[src/common/armControlPkg.sv]
package armControlPkg;

  // Decoder only sees bits 31:4 of the instruction word
  typedef logic [31:4] instrT;
  typedef logic [3:0]  condT;
  typedef logic [3:0]  flagsT;      // N Z C V, N on top
  typedef logic [3:0]  aluCtrlT;
  typedef logic [1:0]  regSrcT;
  typedef logic [1:0]  immSrcT;
  typedef logic [1:0]  flagWriteT;  // [1] N and Z, [0] C and V
  typedef logic [1:0]  fwdSelT;
  typedef logic [6:4]  shiftOpT;    // Keeps the instruction bit numbering

  // Forwarding mux selects for the E stage operands
  localparam fwdSelT fwdRegFile = 2'd0;
  localparam fwdSelT fwdResultW = 2'd1;
  localparam fwdSelT fwdAluM    = 2'd2;

  localparam aluCtrlT aluAdd = 4'b0100;  // Address calc for memory and branch

  // ARM condition field encodings
  localparam condT condEq = 4'd0;
  localparam condT condNe = 4'd1;
  localparam condT condCs = 4'd2;
  localparam condT condCc = 4'd3;
  localparam condT condMi = 4'd4;
  localparam condT condPl = 4'd5;
  localparam condT condVs = 4'd6;
  localparam condT condVc = 4'd7;
  localparam condT condHi = 4'd8;
  localparam condT condLs = 4'd9;
  localparam condT condGe = 4'd10;
  localparam condT condLt = 4'd11;
  localparam condT condGt = 4'd12;
  localparam condT condLe = 4'd13;
  localparam condT condAl = 4'd14;

endpackage

[src/controller/instrDecoder.sv]
module instrDecoder (
  input  armControlPkg::instrT     InstrD,
  input  armControlPkg::shiftOpT   shiftOpCodeD,
  output armControlPkg::regSrcT    RegSrcD,
  output armControlPkg::immSrcT    ImmSrcD,
  output logic                     ALUSrcD,
  output logic                     MemtoRegD,
  output logic                     RegWriteD,
  output logic                     MemWriteD,
  output logic                     BranchD,
  output armControlPkg::aluCtrlT   ALUControlD,
  output armControlPkg::flagWriteT FlagWriteD,
  output logic                     multSelect,
  output logic                     RselectD,
  output logic [1:0]               resultSelectD,
  output logic                     PCSrcD
);

  logic [10:0] controlsD;
  logic        aluOpD;
  logic        rsrSelectD;

  // Control word layout
  // RegSrc(2) ImmSrc(2) ALUSrc MemtoReg RegWrite MemWrite Branch ALUOp mult
  always_comb begin
    case (InstrD[27:26])
      2'b00: begin
        if (InstrD[25]) begin
          controlsD = 11'b00_00_1010010;      // DP immediate
        end else if (InstrD[7] && InstrD[4]) begin
          controlsD = 11'b00_00_0010011;      // MUL
        end else begin
          controlsD = 11'b00_00_0010010;      // DP register
        end
      end
      2'b01: begin
        if (InstrD[20]) begin
          controlsD = 11'b00_01_1110000;      // LDR
        end else begin
          controlsD = 11'b10_01_1001000;      // STR
        end
      end
      2'b10:   controlsD = 11'b01_10_1000100; // B
      default: controlsD = 11'b0;             // Unsupported class acts as a bubble
    endcase
  end

  assign {RegSrcD, ImmSrcD, ALUSrcD, MemtoRegD,
          RegWriteD, MemWriteD, BranchD, aluOpD, multSelect} = controlsD;

  always_comb begin
    if (aluOpD) begin
      ALUControlD = InstrD[24:21];         // Opcode field drives the ALU directly
      FlagWriteD  = {InstrD[20], InstrD[20]};  // S bit
    end else begin
      ALUControlD = armControlPkg::aluAdd;
      FlagWriteD  = 2'b00;
    end
  end

  // R15 as destination is a PC write like a branch
  assign PCSrcD = ((InstrD[15:12] == 4'b1111) && RegWriteD) || BranchD;

  // Bit 4 tells shift by immediate from shift by register
  assign RselectD      = (InstrD[27:25] == 3'b000) && !shiftOpCodeD[4];
  assign rsrSelectD    = (InstrD[27:25] == 3'b000) && shiftOpCodeD[4];
  assign resultSelectD = {multSelect, rsrSelectD};

endmodule

[src/controller/condUnit.sv]
module condUnit (
  input  armControlPkg::condT      CondE,
  input  armControlPkg::flagsT     FlagsE,
  input  armControlPkg::flagsT     ALUFlagsE,
  input  armControlPkg::flagWriteT FlagWriteE,
  output logic                     CondExE,
  output armControlPkg::flagsT     FlagsNextE
);

  logic neg, zero, carry, overflow;
  logic ge;

  assign {neg, zero, carry, overflow} = FlagsE;
  assign ge = (neg == overflow);  // Signed greater or equal

  always_comb begin
    case (CondE)
      armControlPkg::condEq: CondExE = zero;
      armControlPkg::condNe: CondExE = !zero;
      armControlPkg::condCs: CondExE = carry;
      armControlPkg::condCc: CondExE = !carry;
      armControlPkg::condMi: CondExE = neg;
      armControlPkg::condPl: CondExE = !neg;
      armControlPkg::condVs: CondExE = overflow;
      armControlPkg::condVc: CondExE = !overflow;
      armControlPkg::condHi: CondExE = carry && !zero;
      armControlPkg::condLs: CondExE = !carry || zero;
      armControlPkg::condGe: CondExE = ge;
      armControlPkg::condLt: CondExE = !ge;
      armControlPkg::condGt: CondExE = !zero && ge;
      armControlPkg::condLe: CondExE = zero || !ge;
      armControlPkg::condAl: CondExE = 1'b1;
      default:               CondExE = 1'b0;  // 4'b1111 never executes here
    endcase
  end

  // Flags only move when the instruction actually executes
  always_comb begin
    FlagsNextE = FlagsE;
    if (CondExE && FlagWriteE[1]) begin
      FlagsNextE[3:2] = ALUFlagsE[3:2];  // N Z
    end
    if (CondExE && FlagWriteE[0]) begin
      FlagsNextE[1:0] = ALUFlagsE[1:0];  // C V
    end
  end

endmodule

[src/controller/controller.sv]
module controller (
  input  logic                   clk,
  input  logic                   reset,
  input  armControlPkg::instrT   InstrD,
  input  armControlPkg::flagsT   ALUFlagsE,
  input  logic                   FlushE,
  input  logic                   StallE,
  input  logic                   StallM,
  input  logic                   FlushW,
  input  logic                   doNotWriteReg,
  input  logic                   prevRSRstateD,
  input  armControlPkg::shiftOpT shiftOpCodeD,
  output armControlPkg::regSrcT  RegSrcD,
  output armControlPkg::immSrcT  ImmSrcD,
  output logic                   ALUSrcE,
  output logic                   BranchTakenE,
  output armControlPkg::aluCtrlT ALUControlE,
  output logic                   MemWriteM,
  output logic                   MemtoRegE,
  output logic                   MemtoRegM,
  output logic                   MemtoRegW,
  output logic                   RegWriteM,
  output logic                   RegWriteW,
  output logic                   PCSrcW,
  output logic                   PCWrPendingF,
  output logic [1:0]             previousCVflag,
  output logic                   RselectE,
  output logic                   prevRSRstateE,
  output logic [1:0]             resultSelectE,
  output armControlPkg::shiftOpT shiftOpCodeE,
  output logic                   multSelect
);

  logic                     ALUSrcD, MemtoRegD, RegWriteD, MemWriteD, BranchD;
  logic                     PCSrcD, RselectD;
  logic [1:0]               resultSelectD;
  armControlPkg::aluCtrlT   ALUControlD;
  armControlPkg::flagWriteT FlagWriteD, FlagWriteE;

  logic                     RegWriteE, MemWriteE, BranchE, PCSrcE;
  logic                     CondExE;
  logic                     RegWriteGatedE, MemWriteGatedE, PCSrcGatedE;
  armControlPkg::condT      CondE;
  armControlPkg::flagsT     FlagsE, FlagsNextE;

  logic                     PCSrcM;

  instrDecoder decoder (
    .InstrD        (InstrD),
    .shiftOpCodeD  (shiftOpCodeD),
    .RegSrcD       (RegSrcD),
    .ImmSrcD       (ImmSrcD),
    .ALUSrcD       (ALUSrcD),
    .MemtoRegD     (MemtoRegD),
    .RegWriteD     (RegWriteD),
    .MemWriteD     (MemWriteD),
    .BranchD       (BranchD),
    .ALUControlD   (ALUControlD),
    .FlagWriteD    (FlagWriteD),
    .multSelect    (multSelect),
    .RselectD      (RselectD),
    .resultSelectD (resultSelectD),
    .PCSrcD        (PCSrcD)
  );

  // Execute stage registers, flush wins over stall
  always_ff @(posedge clk) begin
    if (reset || FlushE) begin
      {FlagWriteE, BranchE, MemWriteE, RegWriteE, PCSrcE, MemtoRegE} <= '0;
      {ALUSrcE, ALUControlE, CondE}                                   <= '0;
      {RselectE, resultSelectE, prevRSRstateE, shiftOpCodeE}          <= '0;
    end else if (!StallE) begin
      FlagWriteE    <= FlagWriteD;
      BranchE       <= BranchD;
      MemWriteE     <= MemWriteD;
      RegWriteE     <= RegWriteD;
      PCSrcE        <= PCSrcD;
      MemtoRegE     <= MemtoRegD;
      ALUSrcE       <= ALUSrcD;
      ALUControlE   <= ALUControlD;
      CondE         <= InstrD[31:28];
      RselectE      <= RselectD;
      resultSelectE <= resultSelectD;
      prevRSRstateE <= prevRSRstateD;
      shiftOpCodeE  <= shiftOpCodeD;
    end
  end

  // Flags update as the instruction leaves E
  always_ff @(posedge clk) begin
    if (reset) begin
      FlagsE <= '0;
    end else if (!StallE) begin
      FlagsE <= FlagsNextE;
    end
  end

  condUnit cond (
    .CondE      (CondE),
    .FlagsE     (FlagsE),
    .ALUFlagsE  (ALUFlagsE),
    .FlagWriteE (FlagWriteE),
    .CondExE    (CondExE),
    .FlagsNextE (FlagsNextE)
  );

  assign BranchTakenE   = BranchE && CondExE;
  assign MemWriteGatedE = MemWriteE && CondExE;
  assign PCSrcGatedE    = PCSrcE && CondExE;
  // Micro-op sequencer can block the register write of a DP step
  assign RegWriteGatedE = RegWriteE && CondExE && !doNotWriteReg;

  assign previousCVflag = FlagsE[1:0];  // Carry in for ADC, SBC and friends

  // Memory stage
  always_ff @(posedge clk) begin
    if (reset) begin
      {MemWriteM, MemtoRegM, RegWriteM, PCSrcM} <= '0;
    end else if (!StallM) begin
      MemWriteM <= MemWriteGatedE;
      MemtoRegM <= MemtoRegE;
      RegWriteM <= RegWriteGatedE;
      PCSrcM    <= PCSrcGatedE;
    end
  end

  // Writeback stage
  always_ff @(posedge clk) begin
    if (reset || FlushW) begin
      {MemtoRegW, RegWriteW, PCSrcW} <= '0;
    end else begin
      MemtoRegW <= MemtoRegM;
      RegWriteW <= RegWriteM;
      PCSrcW    <= PCSrcM;
    end
  end

  // Any PC write still ahead of W holds fetch
  assign PCWrPendingF = PCSrcD || PCSrcE || PCSrcM;

endmodule

[src/source/hazardUnit.sv]
module hazardUnit (
  input  logic                  Match1EM,
  input  logic                  Match2EM,
  input  logic                  Match1EW,
  input  logic                  Match2EW,
  input  logic                  Match12DE,
  input  logic                  RegWriteM,
  input  logic                  RegWriteW,
  input  logic                  MemtoRegE,
  input  logic                  PCWrPendingF,
  input  logic                  PCSrcW,
  input  logic                  BranchTakenE,
  input  logic                  memBusy,
  output armControlPkg::fwdSelT ForwardAE,
  output armControlPkg::fwdSelT ForwardBE,
  output logic                  StallF,
  output logic                  StallD,
  output logic                  StallE,
  output logic                  StallM,
  output logic                  FlushD,
  output logic                  FlushE,
  output logic                  FlushW
);

  logic ldrStallD;
  logic pcStallF;

  // M result is newer than W, so it wins
  function automatic armControlPkg::fwdSelT fwdSelect(input logic matchM,
                                                      input logic matchW);
    armControlPkg::fwdSelT sel;
    if (matchM && RegWriteM) begin
      sel = armControlPkg::fwdAluM;
    end else if (matchW && RegWriteW) begin
      sel = armControlPkg::fwdResultW;
    end else begin
      sel = armControlPkg::fwdRegFile;
    end
    return sel;
  endfunction

  assign ForwardAE = fwdSelect(Match1EM, Match1EW);
  assign ForwardBE = fwdSelect(Match2EM, Match2EW);

  // Load in E feeding the instruction in D
  assign ldrStallD = Match12DE && MemtoRegE;

  // Fetch waits on a PC write until it reaches W
  assign pcStallF = PCWrPendingF && !PCSrcW;

  // memBusy freezes F..M and drains W, nothing else may flush meanwhile
  assign StallF = memBusy || ldrStallD || pcStallF;
  assign StallD = memBusy || ldrStallD;
  assign StallE = memBusy;
  assign StallM = memBusy;

  assign FlushD = !memBusy && (PCWrPendingF || PCSrcW || BranchTakenE);
  assign FlushE = !memBusy && (ldrStallD || BranchTakenE);
  assign FlushW = memBusy;

endmodule

[src/source/armControlTop.sv]
module armControlTop (
  input  logic                   clk,
  input  logic                   reset,
  input  armControlPkg::instrT   InstrD,
  input  armControlPkg::flagsT   ALUFlagsE,
  input  logic                   doNotWriteReg,
  input  logic                   prevRSRstateD,
  input  armControlPkg::shiftOpT shiftOpCodeD,
  input  logic                   Match1EM,
  input  logic                   Match2EM,
  input  logic                   Match1EW,
  input  logic                   Match2EW,
  input  logic                   Match12DE,
  input  logic                   memBusy,
  output armControlPkg::regSrcT  RegSrcD,
  output armControlPkg::immSrcT  ImmSrcD,
  output logic                   ALUSrcE,
  output logic                   BranchTakenE,
  output armControlPkg::aluCtrlT ALUControlE,
  output logic                   MemWriteM,
  output logic                   MemtoRegE,
  output logic                   MemtoRegM,
  output logic                   MemtoRegW,
  output logic                   RegWriteM,
  output logic                   RegWriteW,
  output logic                   PCSrcW,
  output logic                   PCWrPendingF,
  output logic [1:0]             previousCVflag,
  output logic                   RselectE,
  output logic                   prevRSRstateE,
  output logic [1:0]             resultSelectE,
  output armControlPkg::shiftOpT shiftOpCodeE,
  output logic                   multSelect,
  output logic                   StallF,
  output logic                   StallD,
  output logic                   FlushD,
  output armControlPkg::fwdSelT  ForwardAE,
  output armControlPkg::fwdSelT  ForwardBE
);

  // Hazard unit back to controller
  logic StallE, StallM, FlushE, FlushW;

  controller ctrl (
    .clk            (clk),
    .reset          (reset),
    .InstrD         (InstrD),
    .ALUFlagsE      (ALUFlagsE),
    .FlushE         (FlushE),
    .StallE         (StallE),
    .StallM         (StallM),
    .FlushW         (FlushW),
    .doNotWriteReg  (doNotWriteReg),
    .prevRSRstateD  (prevRSRstateD),
    .shiftOpCodeD   (shiftOpCodeD),
    .RegSrcD        (RegSrcD),
    .ImmSrcD        (ImmSrcD),
    .ALUSrcE        (ALUSrcE),
    .BranchTakenE   (BranchTakenE),
    .ALUControlE    (ALUControlE),
    .MemWriteM      (MemWriteM),
    .MemtoRegE      (MemtoRegE),
    .MemtoRegM      (MemtoRegM),
    .MemtoRegW      (MemtoRegW),
    .RegWriteM      (RegWriteM),
    .RegWriteW      (RegWriteW),
    .PCSrcW         (PCSrcW),
    .PCWrPendingF   (PCWrPendingF),
    .previousCVflag (previousCVflag),
    .RselectE       (RselectE),
    .prevRSRstateE  (prevRSRstateE),
    .resultSelectE  (resultSelectE),
    .shiftOpCodeE   (shiftOpCodeE),
    .multSelect     (multSelect)
  );

  hazardUnit hazard (
    .Match1EM     (Match1EM),
    .Match2EM     (Match2EM),
    .Match1EW     (Match1EW),
    .Match2EW     (Match2EW),
    .Match12DE    (Match12DE),
    .RegWriteM    (RegWriteM),
    .RegWriteW    (RegWriteW),
    .MemtoRegE    (MemtoRegE),
    .PCWrPendingF (PCWrPendingF),
    .PCSrcW       (PCSrcW),
    .BranchTakenE (BranchTakenE),
    .memBusy      (memBusy),
    .ForwardAE    (ForwardAE),
    .ForwardBE    (ForwardBE),
    .StallF       (StallF),
    .StallD       (StallD),
    .StallE       (StallE),
    .StallM       (StallM),
    .FlushD       (FlushD),
    .FlushE       (FlushE),
    .FlushW       (FlushW)
  );

endmodule

[config.mk]
export PLATFORM = sky130hd
export DESIGN_NAME = armControlTop
export DESIGN_NICKNAME = d
export VERILOG_FILES = /design/src/common/armControlPkg.sv /design/src/controller/instrDecoder.sv /design/src/controller/condUnit.sv /design/src/controller/controller.sv /design/src/source/hazardUnit.sv /design/src/source/armControlTop.sv
export SDC_FILE = /design/constraint.sdc
export NUM_CORES = 1
export LEC_CHECK = 0
export BUFFER_PORTS_ARGS = -buffer_cell sky130_fd_sc_hd__buf_4
export CAP_MARGIN = 15
export CORE_MARGIN = 8
export CORE_UTILIZATION = 49
export DETAILED_ROUTE_END_ITERATION = 16
export PLACE_DENSITY = 0.84
export SETUP_SLACK_MARGIN = 0.5
export SLEW_MARGIN = 5
export SYNTH_ARGS = -nofsm -noshare
export SYNTH_HDL_FRONTEND = slang
export SYNTH_SLANG_ARGS = --single-unit
[constraint.sdc]
create_clock -name clk -period 3.9 [get_ports clk]
set_input_delay 0.195 -clock clk [delete_from_list [all_inputs] [get_ports clk]]
set_output_delay 0.195 -clock clk [all_outputs]
set_load 0.01 [all_outputs]
* Yosys cells after proc, flatten, opt, wreduce, memory -nomap -nowiden
Cells that the tools add are included.
** Cells by class
- Equal/unequal tests :: 18
- Bitwise operators :: 1
- Reduce and logical (&&, ||, !) cells :: 47
- Muxes and demuxes :: 11
** Operator list (number)
- 11-bit one-hot mux with 3 select lines :: 1
- 4-bit == test, second input constant :: 8
- 1-bit logical AND :: 21
- 4-bit by 3-bit == test with 1-bit output, second input constant :: 4
- 1-bit one-hot mux with 15 select lines :: 1
- 1-bit logical OR :: 12
- 11-bit 2-to-1 mux :: 1
- 1-bit logical NOT :: 9
- 4-bit by 2-bit == test with 1-bit output, second input constant :: 2
- 7-bit 2-to-1 mux :: 1
- 2-bit 2-to-1 mux :: 3
- 4-bit by 1-bit == test with 1-bit output, second input constant :: 1
- 4-bit logical NOT :: 1
- 4-bit 2-to-1 mux :: 1
- 2-bit AND reduction :: 2
- 3-bit logical NOT :: 1
- 1-bit 2-to-1 mux :: 3
- 2-bit by 1-bit == test with 1-bit output, second input constant :: 1
- 2-bit == test, second input constant :: 1
- 2-bit logical NOT :: 1
- 1-bit == test :: 1
- 1-bit inverter :: 1
** Word-level totals
- Output and inout bits :: 35
- Register bits after elaboration :: 34
- Input bits :: 45

* Logic depth before layout (Yosys ltp)
Gate-level depths: netlist of the first run.
- Depth after elaboration :: 11
- Gate-level depth with buffers :: 9
- Depth with buffers taken out :: 8

* By module
Synthesis of the first run repeated with hierarchy kept, for this count alone.
** Unflattened totals
- Cell total of the unflattened synthesis :: 193
- Area, all modules :: 1839.3 sq um
** Modules (own cells, without submodules)
- controller :: seq. area each 680.7 sq um, cells an instance 115, area an instance 1256.2 sq um, times used 1
- condUnit :: seq. area each 0.0 sq um, cells an instance 31, area an instance 260.2 sq um, times used 1
- instrDecoder :: seq. area each 0.0 sq um, cells an instance 31, area an instance 236.5 sq um, times used 1
- hazardUnit :: seq. area each 0.0 sq um, cells an instance 16, area an instance 86.3 sq um, times used 1

* Least setup slack after synthesis of the first run
Ideal clock, no wire load.
- Kind :: register to register
- From :: register ctrl.CondE[3]
- To :: register ctrl.shiftOpCodeE[0]
- Path slack :: 2077 ps
- Period minus slack after synthesis :: 1823 ps
- Data required time :: 3783 ps
- Arrival time :: 1705 ps
- Stages on the path, launching flop included :: 9
- Buffers on the path :: 2
- Cell sequence :: dfxtp_1 buf_6 or3b_1 a21oi_2 a311oi_2 o31ai_2 a21oi_2 buf_6 a22o_2
** On the way
- Cells in the longest elaborated chain, start to end :: 6
- Elaborated cells between the ends (all ways) :: 20
- Classes of those cells :: eq/ne (14); mux (1); reduce/logical (5)
** RTL lines
- from (decl) :: line controller.sv:43 : armControlPkg::condT CondE;
- from (signal assigned) :: line controller.sv:81 : CondE <= InstrD[31:28];
- 4-bit == test (tied with other cells) :: line condUnit.sv:17 : case (CondE)
- 1-bit one-hot mux with 15 select lines (*) :: line condUnit.sv:17
- 1-bit logical AND (*) :: line controller.sv:107 : assign BranchTakenE = BranchE && CondExE;
- 1-bit logical OR (*) :: line hazardUnit.sv:58 : assign FlushE = !memBusy && (ldrStallD || BranchTakenE);
- 1-bit logical AND (*) :: line hazardUnit.sv:58
- 1-bit logical OR (*) :: line controller.sv:68 : if (reset || FlushE) begin
- to (signal assigned) :: line controller.sv:85 : shiftOpCodeE <= shiftOpCodeD;
- to (decl) :: line controller.sv:30 : output armControlPkg::shiftOpT shiftOpCodeE,
Every way passes the cells marked *; elsewhere a longest branch is shown, timed or not.
A chain may end at the register's enable or synchronous reset.

* Worst setup path in the final report of the first run
- From :: register ctrl.CondE[2]
- To :: output FlushD
** On the way
- Cells in the longest elaborated chain, start to end :: 5
- Elaborated cells between the ends (all ways) :: 19
- Classes of those cells :: eq/ne (14); mux (1); reduce/logical (4)
** RTL lines
- 4-bit == test (tied with other cells) :: line condUnit.sv:17
- 1-bit one-hot mux with 15 select lines (*) :: line condUnit.sv:17
- 1-bit logical AND (*) :: line controller.sv:107
- 1-bit logical OR (*) :: line hazardUnit.sv:57 : assign FlushD = !memBusy && (PCWrPendingF || PCSrcW || BranchTakenE);
- 1-bit logical AND (*) :: line hazardUnit.sv:57
- to (decl) :: line armControlTop.sv:36 : output logic FlushD,
Marks and branches as above.

==> results of run 1 <==
[per-stage QoR]
stage | util (%) | worst slack (ns) | area (um2) | instances
3_3_place_gp | 64.7 | 1.47 | 2130 | 270
6_report | 66.9 | 1.36 | 2200 | 278
3_5_place_dp | 64.7 | 1.46 | 2130 | 270
2_1_floorplan | - | 2.08 | 1640 | 169
5_1_grt | 66.9 | 1.17 | 2200 | 278
4_1_cts | 66.9 | 1.35 | 2200 | 278
[synthesized netlist by cell type, types with 2 or more instances]
| master | instances | area (um2) |
|---|---|---|
| dfxtp_1 | 33 | 661 |
| a22o_1 | 13 | 114 |
| nor2_1 | 10 | 37.5 |
| inv_1 | 9 | 33.8 |
| nand2b_1 | 9 | 56.3 |
| a32o_1 | 8 | 80.1 |
| nand2_1 | 8 | 30.0 |
| a21oi_1 | 7 | 35.0 |
| mux2i_1 | 6 | 60.1 |
| and2_1 | 5 | 31.3 |
| buf_4 | 5 | 37.5 |
| clkbuf_1 | 5 | 18.8 |
| ha_1 | 5 | 62.6 |
| a21o_1 | 3 | 22.5 |
| buf_6 | 3 | 33.8 |
| nand3_1 | 3 | 15.0 |
| nand3b_1 | 3 | 22.5 |
| nor2b_1 | 3 | 18.8 |
| nor4bb_1 | 3 | 30.0 |
| a21oi_2 | 2 | 17.5 |
| a41oi_1 | 2 | 17.5 |
| buf_2 | 2 | 10.0 |
| nand4b_1 | 2 | 17.5 |
| nor3b_1 | 2 | 15.0 |
[worst max path at each step]
stage | end | startpoint | slack (ns)
detailed placement | ctrl.shiftOpCodeE[0] | ctrl.CondE[2] | 1.46
CTS | FlushD | ctrl.CondE[2] | 1.35
global placement | ctrl.RselectE | ctrl.CondE[2] | 1.47
global route | FlushD | ctrl.CondE[3] | 1.17
floorplan | ctrl.shiftOpCodeE[0] | ctrl.CondE[3] | 2.08
finish | FlushD | ctrl.CondE[2] | 1.36
[cells in the final DEF, fill, tap and decap left out, types with 3 or more instances in the layout]
cell      synthesis  final
a21o_1            3      3
a21oi_1           7      7
a22o_1           13     13
a32o_1            8      8
and2_1            5      5
buf_4             5     70
clkbuf_4          0      5
dfxtp_1          33     33
ha_1              5      5
inv_1             9      9
mux2i_1           6      6
nand2_1           8      8
nand2b_1          9      9
nand3_1           3      3
nand3b_1          3      3
nor2_1           10     10
nor2b_1           3      3
nor4bb_1          3      3
[layer usage]
metal  routed length [um]  share of wire, %
met5                    0                 0
met4                   52               1.2
met2                 2170                52
met1                 1730                41
met3                  242               5.8
[critical path, stage by stage, from the launching register on]
cell and delay [ns]:
dfxtp_1 0.57, or3b_1 0.40, a21oi_2 0.16, a311oi_2 0.08, o221ai_2 0.32, nand2_1 0.18, a21oi_1 0.16, buf_4 0.14
[cells by family (layout without fill, tap and decap cells)]
kind of cell	count (synthesis)	after routing	synth area share (%)
AND/OR/NAND/NOR	54	54	19.6
AO/OA/AOI/OAI	45	45	23.3
flip-flops	33	33	40.2
buffers and inverters	24	87	8.15
multiplexers	7	7	4.34
adder cells (fa/ha/maj)	5	5	3.81
XOR/XNOR	1	1	0.533
[power by group]
| part | internal, mW | total [mW] | switching, mW | leakage [nW] |
|---|---|---|---|---|
| clock network | 0.104 | 0.220 | 0.116 | 0.0413 |
| logic | 0.0607 | 0.109 | 0.0484 | 0.699 |
| registers | 0.347 | 0.359 | 0.0117 | 0.268 |
| total | 0.512 | 0.689 | 0.176 | 1.01 |
[state kept, by name, indices dropped and copies added, names as in the netlist]
register,flops
ctrl.prevRSRstateE,1
ctrl.resultSelectE,2
ctrl.MemtoRegM,1
ctrl.RegWriteE,1
ctrl.MemtoRegE,1
ctrl.FlagsE,4
ctrl.RselectE,1
ctrl.PCSrcW,1
ctrl.RegWriteW,1
ctrl.CondE,4
ctrl.PCSrcE,1
ctrl.MemWriteM,1
ctrl.MemWriteE,1
ctrl.PCSrcM,1
ctrl.ALUControlE,4
ctrl.BranchE,1
ctrl.ALUSrcE,1
ctrl.MemtoRegW,1
ctrl.shiftOpCodeE,3
ctrl.RegWriteM,1
ctrl.FlagWriteE,1
[area by class of cell]
cell class / count / area share (%)
sequential: 33 / 30.1
multi-input combinational: 112 / 38.6
tap: 46 / 2.62
inverter: 9 / 1.54
clock buffer: 7 / 2.96
clock inverter: 1 / 0.228
timing repair buffer: 70 / 23.9
==> reports/metrics.yaml, run 1 <==
status: "completed"
post_drt_wl_per_cell_um: 15.1
finClkSkew_ns: 0.00612
syn-mean-instance-area_um2: 9.72
cts_resized: 0
syn_inst: 169
grt_pass1_wl_mm: 7.02
period_share_pct: 65.1
die-height_um: 73.9
drive_gt1_share_pct: 37.9
critPathCaptureType: "primary output"
finalPower_mw: 0.689
whs_ns: 0.0621
io_buffers: 69
required_ns: 3.70
cts-root-buf: "clkbuf_4"
first_pass_iters: 4
die_area_um2: 5460
start_util_pct: 50.0
antenna_found_initial: 0
synth_edf_count: 0
ant_nets: 0
grt_overflow: 0
reg2reg_slack_ns: 1.44
clk_pin_slew_ns: 0.10
cp_data_arrival_time_ns: 2.34
cts_made_buffers: 5
crit-reg2reg-launch: "ctrl.CondE[2]"
drc: 0
cts_tree: "built"
cp_max_fo: 13
r2r-end: "ctrl.shiftOpCodeE[0]"
met1_usage_pct: 17.9
cts_num_sinks: 33
hpwlAfterDp_mm: 3.25
core_area_um2: 3280
finalNetCount: 281
peakVddDrop_uv: 223
power_leakage_nw: 1.01
clock_latency_ns: 0.34
met2_usage_pct: 27.9
rsz0062_at_grt: "no"
ff_latch_area_um2: 661
nFillCells: 274
fmax_ghz: 0.394
viasPerCell: 5.32
drt_iter0_drc: 100
drv_slew: 0
cts-hold-fix-buffers: 0
met3_usage_pct: 6.82
htree_levels: 2
hold_violations: 0
synth_seq_area_share_pct: 40.2
worstHoldPathCells: 2
critPathLaunchType: "flip-flop"
antenna_cells: 0
max-clock-path-buffers: 2
grt_pass1_vias: 1530
grt_start_max_net_pins: 23
io_pins: 80
grt.total_usage_pct: 16.4
synthToLayoutAreaGrowth_pct: 33.7
slew_headroom_pct: 37.9
vias: 1478
min_period_ns: 2.54
finalSetupTns_ns: 0
rr_worst_depth: 6
netlist_area_um2: 1640
synth_seq_cells: 33
ys_types: 42
cts_setup_buffers: 0
die_w_um: 73.9
synthFlopType: "dfxtp_1"
gp_congestion: 0.808
multi_input_area_um2: 848
yosys_warnings: 0
path_class: "reg -> out"
min_to: "ctrl.shiftOpCodeE[1]"
top_usage_layer: "met2"
setup_viol: 0
tightest_slew_ns: 0.931
synth-async-reset-ratio_pct: 0
hold_class: "in -> reg"
row_count: 21
wirelength_mm: 4.20
cap_violations: 0
pwr_density_cell_nw_per_um2: 314
min_from: "shiftOpCodeD[1]"
synth_nets: 219
(Power assumes the default switching activity.)
==> run 2: changes to the inputs <==
Settings changed: ABC_AREA set to 1, CORE_UTILIZATION 49 to 41, PLACE_DENSITY 0.84 to 0.75.
Clock period 3.9 ns to 2.1 ns, I/O delays scaled along.
==> reports/metrics.yaml, run 2 <==
status: "completed"
hold_class: "in -> reg"
peakVddDrop_uv: 399  # +79%
cts_made_buffers: 5  # unchanged
synth_top_cells_by_count: "49 x nand2_1, 33 x dfxtp_1, 28 x nor2_1"
row_count: 23  # +9.5%
wirelength_mm: 4.70  # +12%
fmax_ghz: 0.598
syn-mean-instance-area_um2: 7.23  # -26%
final_cells: 357  # +28%
path_class: "reg -> out"
power_leakage_nw: 1.23  # +22%
yosys_warnings: 0  # unchanged
ant_nets: 0  # unchanged
gp_congestion: 0.863  # +6.8%
slew_headroom_pct: 73.6  # +36 points
cp_max_fo: 4  # -9
finalPower_mw: 1.47  # +110%
post_drt_wl_per_cell_um: 13.2  # -13%
cp_data_arrival_time_ns: 1.57  # -0.77 ns
synth_seq_cells: 33  # unchanged
slowest_stage: "dfxtp_2"
drv_slew: 0  # unchanged
grt_pass1_vias: 1684  # +10%
start_util_pct: 42.2  # -7.8 points
critPathLaunchType: "flip-flop"
synthToLayoutAreaGrowth_pct: 52.5
die-height_um: 79.9  # +8.2%
io_pins: 80  # unchanged
cts-root-buf: "clkbuf_8"
critPathCaptureType: "primary output"
reg2reg_slack_ns: 0.44  # -1.00 ns
vias: 1705  # +15%
clk_pin_slew_ns: 0.06  # -0.04 ns
grt_overflow: 0  # unchanged
place_inst: 341  # +26%
tightest_slew_ns: 0.395  # -0.536 ns
first_pass_iters: 4  # unchanged
htree_levels: 2  # unchanged
drt_iter0_drc: 110  # +10%
required_ns: 2.00  # -1.70 ns
max-clock-path-buffers: 2  # unchanged
synth-async-reset-ratio_pct: 0  # unchanged
rsz0062_at_grt: "yes"
r2r-end: "ctrl.RselectE"
worstHoldPathCells: 3  # +1
netlist.top_cell.by_area: "dfxtp_1"
grt.total_usage_pct: 14.5  # -1.9 points
crit_path_cell_trace: "inv_2 > nand2_2 > nand2_2 > nand3b_1 > nand3_1 > nor2_1 > nand2_2 > nand2_4 > a21oi_2 > buf_4"
die_area_um2: 6390  # +17%
slowest_delay_ns: 0.37  # -0.20 ns
synth_area_leaders: "dfxtp_1 39%, nand2_1 11%, nor2_2 7.5%, nor2_1 6.3%, inv_1 5.4%"
crit-reg2reg-launch: "ctrl.FlagsE[0]"
cts_num_sinks: 33  # unchanged
reg_top3: "ctrl.ALUControlE (4), ctrl.CondE (4), ctrl.FlagsE (4)"
grt_pass1_wl_mm: 7.39  # +5.3%
synth.top_cell.area_share_pct: 39.4  # -0.81 points
io_buffers: 69  # unchanged
finClkSkew_ns: 0.00371  # -0.00241 ns
clock_latency_ns: 0.29  # -0.05 ns
synth_seq_area_share_pct: 39.4  # -0.81 points
netlist_area_um2: 1680  # +2.1%
die_w_um: 79.9  # +8.2%
rr_worst_depth: 13  # +7
drc: 0  # unchanged
min_to: "ctrl.FlagsE[0]"
period_share_pct: 79.6
min_from: "ALUFlagsE[0]"
hpwlAfterDp_mm: 3.38  # +4.0%
min_period_ns: 1.67
cap_violations: 0  # unchanged
antenna_cells: 0  # unchanged
finalSetupTns_ns: 0  # unchanged
cts_tree: "built"
synth_nets: 282  # +29%
whs_ns: 0.0489  # -0.0132 ns
critical_path.most_common_cell: "nand2_2"
finalNetCount: 357  # +27%
synthFlopType: "dfxtp_1"
layout_commonest_cell: "buf_4"
hold_violations: 0  # unchanged
core_area_um2: 3970  # +21%
setup_viol: 0  # unchanged
viasPerCell: 4.78  # -10%
syn_inst: 232  # +37%
ys_types: 25  # -40%
grt_start_max_net_pins: 38  # +65%
drive_gt1_share_pct: 44.6  # +6.7 points
post-route-util_pct: 64.4  # -2.5 points
pwr_density_cell_nw_per_um2: 573  # +83%
antenna_found_initial: 0  # unchanged
yosysMostFrequentCell: "nand2_1"
synth_edf_count: 0  # unchanged
mostFrequentLayoutCells: "73 x buf_4, 42 x nand2_1, 26 x dfxtp_1, 23 x nor2_1, 20 x inv_1"
run 2: report_power, final:
part | total, mW | internal (mW) | switching (mW)
registers | 0.673 | 0.649 | 0.0237
logic | 0.307 | 0.150 | 0.158
clock network | 0.486 | 0.260 | 0.226
run 2: kinds of logic after synthesis:
kind of cell / count (synthesis) / share of synthesized area, %
and+or+nand+nor: 122 / 33.0
buffers and inverters: 38 / 10.7
DFF: 33 / 39.4
AOI/OAI and AO/OA: 30 / 10.8
adders and majority gates: 5 / 3.73
muxes: 4 / 2.39
run 2: worst max-delay path by stage:
stage	from	to	slack (ns)	cells after the start
6_report	ctrl.FlagsE[0]	FlushD	0.43	10
5_1_grt	ctrl.FlagsE[0]	FlushD	0.35	10
4_1_cts	ctrl.FlagsE[0]	FlushD	0.46	12
3_5_place_dp	ctrl.CondE[2]	ctrl.RselectE	0.26	14
3_3_place_gp	ctrl.CondE[2]	ctrl.RselectE	0.28	14
2_1_floorplan	ctrl.CondE[3]	ctrl.BranchE	0.66	14
run 2: through the flow:
step | setup WS (ns) | instance area, um2
global placement | 0.285 | 2200
global route | 0.350 | 2560
detailed placement | 0.258 | 2200
floorplan | 0.656 | 1680
finish | 0.429 | 2560
CTS | 0.459 | 2380
run 2: timing repair:
| item | CTS | global route |
|---|---|---|
| setup buffers | 5 | 2 |
| gates resized for setup | 22 | 34 |
| hold buffers | 1 | 0 |
| endpoints found under the setup margin | 25 | 26 |
| pin swaps | 7 | 3 |
| cloned | 0 | 1 |
| endpoints found under the hold margin | 1 | 0 |
run 2: final cells by class:
class                      instances  area [um2]
fill                             362        1410
sequential                        33         679
timing repair buffer              79         637
clock buffer                       7        86.3
multi-input combinational        161         986
inverter                          27         106
tap                               50        62.6
run 2: critical path, delay by kind of cell (launching register included):
kind                   cells  cell delay (ns)
AO/OA/AOI/OAI              1             0.05
AND/OR/NAND/NOR            7             0.64
flip-flops                 1             0.37
buffers and inverters      2             0.21
run 2: per-layer routing:
metal | share of wire [%] | vias up | track usage [%]
met2 | 48 | 49 | 24.2
met1 | 40 | 769 | 14.6
met4 | 1.8 | 0 | 7.45
met3 | 9.7 | 8 | 6.98
li1 | - | 879 | -
met5 | 0 | - | 0
==> run 3: changes to the inputs <==
Clock period 2.1 ns to 1.35 ns, I/O delays scaled along.
==> reports/metrics.yaml, run 3 (same netlist as run 2, synthesis figures left out) <==
clock_latency_ns: 0.28  # about the same
die_area_um2: 6390  # unchanged
setup_viol: 31  # +31
hpwlAfterDp_mm: 3.51  # +3.9%
critPathLaunchType: "flip-flop"
top_usage_layer: "met2"
tightest_slew_ns: 0.366  # -0.0286 ns
drt_iter0_drc: 96  # -13%
grt_pass1_vias: 1918  # +14%
met1_usage_pct: 17.9  # +3.3 points
status: "complete, but fails checks"
worstHoldPathCells: 3  # unchanged
start_util_pct: 42.2  # unchanged
placed_cell_area_um2: 2390  # +8.5%
grt_start_max_net_pins: 25  # -34%
design_area_um2: 3060  # +19%
clk_pin_slew_ns: 0.07  # about the same
violations: "setup timing"
multi_input_area_um2: 1060  # +7.1%
row_count: 23  # unchanged
finalNetCount: 387  # +8.4%
drc: 0  # unchanged
gp_congestion: 0.973  # +13%
finClkSkew_ns: 0.00583  # +0.00213 ns
reg_top3: "ctrl.ALUControlE (4), ctrl.CondE (4), ctrl.FlagsE (4)"
grt_overflow: 0  # unchanged
cp_data_arrival_time_ns: 1.62  # +0.05 ns
io_pins: 80  # unchanged
max-clock-path-buffers: 2  # unchanged
drv_slew: 0  # unchanged
slew_headroom_pct: 75.3  # +1.7 points
path_class: "reg -> out"
cts_made_buffers: 5  # unchanged
ff_latch_area_um2: 702  # +3.3%
hold_violations: 0  # unchanged
post-route-util_pct: 76.9  # +13 points
min_from: "ALUFlagsE[0]"
rsz0062_at_grt: "yes"
cts_tree: "built"
nFillCells: 293  # -19%
ant_nets: 0  # unchanged
grt.total_usage_pct: 16.8  # +2.4 points
io_buffers: 69  # unchanged
core_area_um2: 3970  # unchanged
wirelength_mm: 5.54  # +18%
cp_max_fo: 3  # -1
post_drt_wl_per_cell_um: 14.3  # +8.6%
die-height_um: 79.9  # unchanged
hold_class: "in -> reg"
met2_usage_pct: 29.0  # +4.9 points
cap_violations: 0  # unchanged
cts-root-buf: "clkbuf_8"
peakVddDrop_uv: 486  # +22%
crit_start: "ctrl.FlagsE[0]"
critPathCaptureType: "primary output"
min_period_ns: 1.69
first_pass_iters: 5  # +1
die_w_um: 79.9  # unchanged
final.setup.worst_slack_ns: -0.339  # -0.768 ns
viasPerCell: 4.87  # +1.9%
fmax_ghz: 0.592
finalSetupTns_ns: -8.33  # -8.33 ns
grt_pass1_wl_mm: 8.68  # +17%
vias: 1883  # +10%
required_ns: 1.28  # -0.72 ns
cts_num_sinks: 33  # unchanged
antenna_cells: 0  # unchanged
mostFrequentLayoutCells: "74 x buf_4, 31 x nand2_1, 28 x buf_6, 23 x nor2_1, 22 x nor2_2"
crit-reg2reg-launch: "ctrl.FlagsE[0]"
met3_usage_pct: 6.87  # -0.11 points
power_leakage_nw: 1.41  # +15%
synthToLayoutAreaGrowth_pct: 82.2
htree_levels: 2  # unchanged
rr_worst_depth: 14  # +1
pwr_density_cell_nw_per_um2: 777  # +36%
period_share_pct: 125
layout_commonest_cell: "buf_4"
drive_gt1_share_pct: 61.4  # +17 points
antenna_found_initial: 0  # unchanged
run 3: worst max-delay path, stage by stage, from the launching register on:
cell and delay [ns]:
dfxtp_4 0.37, inv_2 0.09, nand2_4 0.06, nand2_2 0.07
nand2_2 0.05, nand2_1 0.05, nand2_1 0.04, nand2_1 0.09
nor2_2 0.05, nand2_2 0.06, nand2_2 0.06, buf_6 0.12
a21oi_4 0.12, buf_6 0.12
run 3: cell type report:
class	instances	share of cell area, %
flip-flops and latches	33	23.0
well taps	50	2.05
clock buffers	6	2.70
multi-input cells	161	34.6
inverters	27	4.79
clock inverters	1	0.246
repair buffers	109	32.7
run 3: worst paths after layout:
path	to	slack [ns]
max reg2reg	ctrl.MemtoRegE	-0.31
max	FlushD	-0.34
min	ctrl.FlagsE[0]	0.005
min reg2reg	ctrl.MemtoRegW	0.46
run 3: where the power goes:
group	switching [mW]	internal, mW
combinational	0.272	0.301
clock	0.357	0.403
sequential	0.0378	1.00
run 3: layer usage:
layer | up-vias | share of wire [%]
met5 | - | 0
met4 | 0 | 1.9
met3 | 12 | 7.8
met2 | 64 | 52
met1 | 858 | 39
li1 | 949 | -
run 3: through the flow:
| step | total power [mW] | hold WS (ns) | cells | worst slack (ns) |
|---|---|---|---|---|
| floorplan | 1.29 | 0.137 | 232 | -0.0590 |
| global placement | 1.50 | 0.259 | 355 | -0.150 |
| detailed placement | 1.51 | 0.261 | 355 | -0.167 |
| CTS | 2.35 | 0.00383 | 383 | -0.293 |
| global route | 2.50 | 0.0238 | 387 | -0.440 |
| finish | 2.37 | 0.00524 | 387 | -0.339 |
run 3: what timing repair did:
action	CTS	global route
gates cloned	1	0
hold buffers	1	1
setup buffers	19	3
endpoints found under the hold margin	3	1
pin swaps	20	8
setup endpoints to repair	45	50
resized for setup	74	39
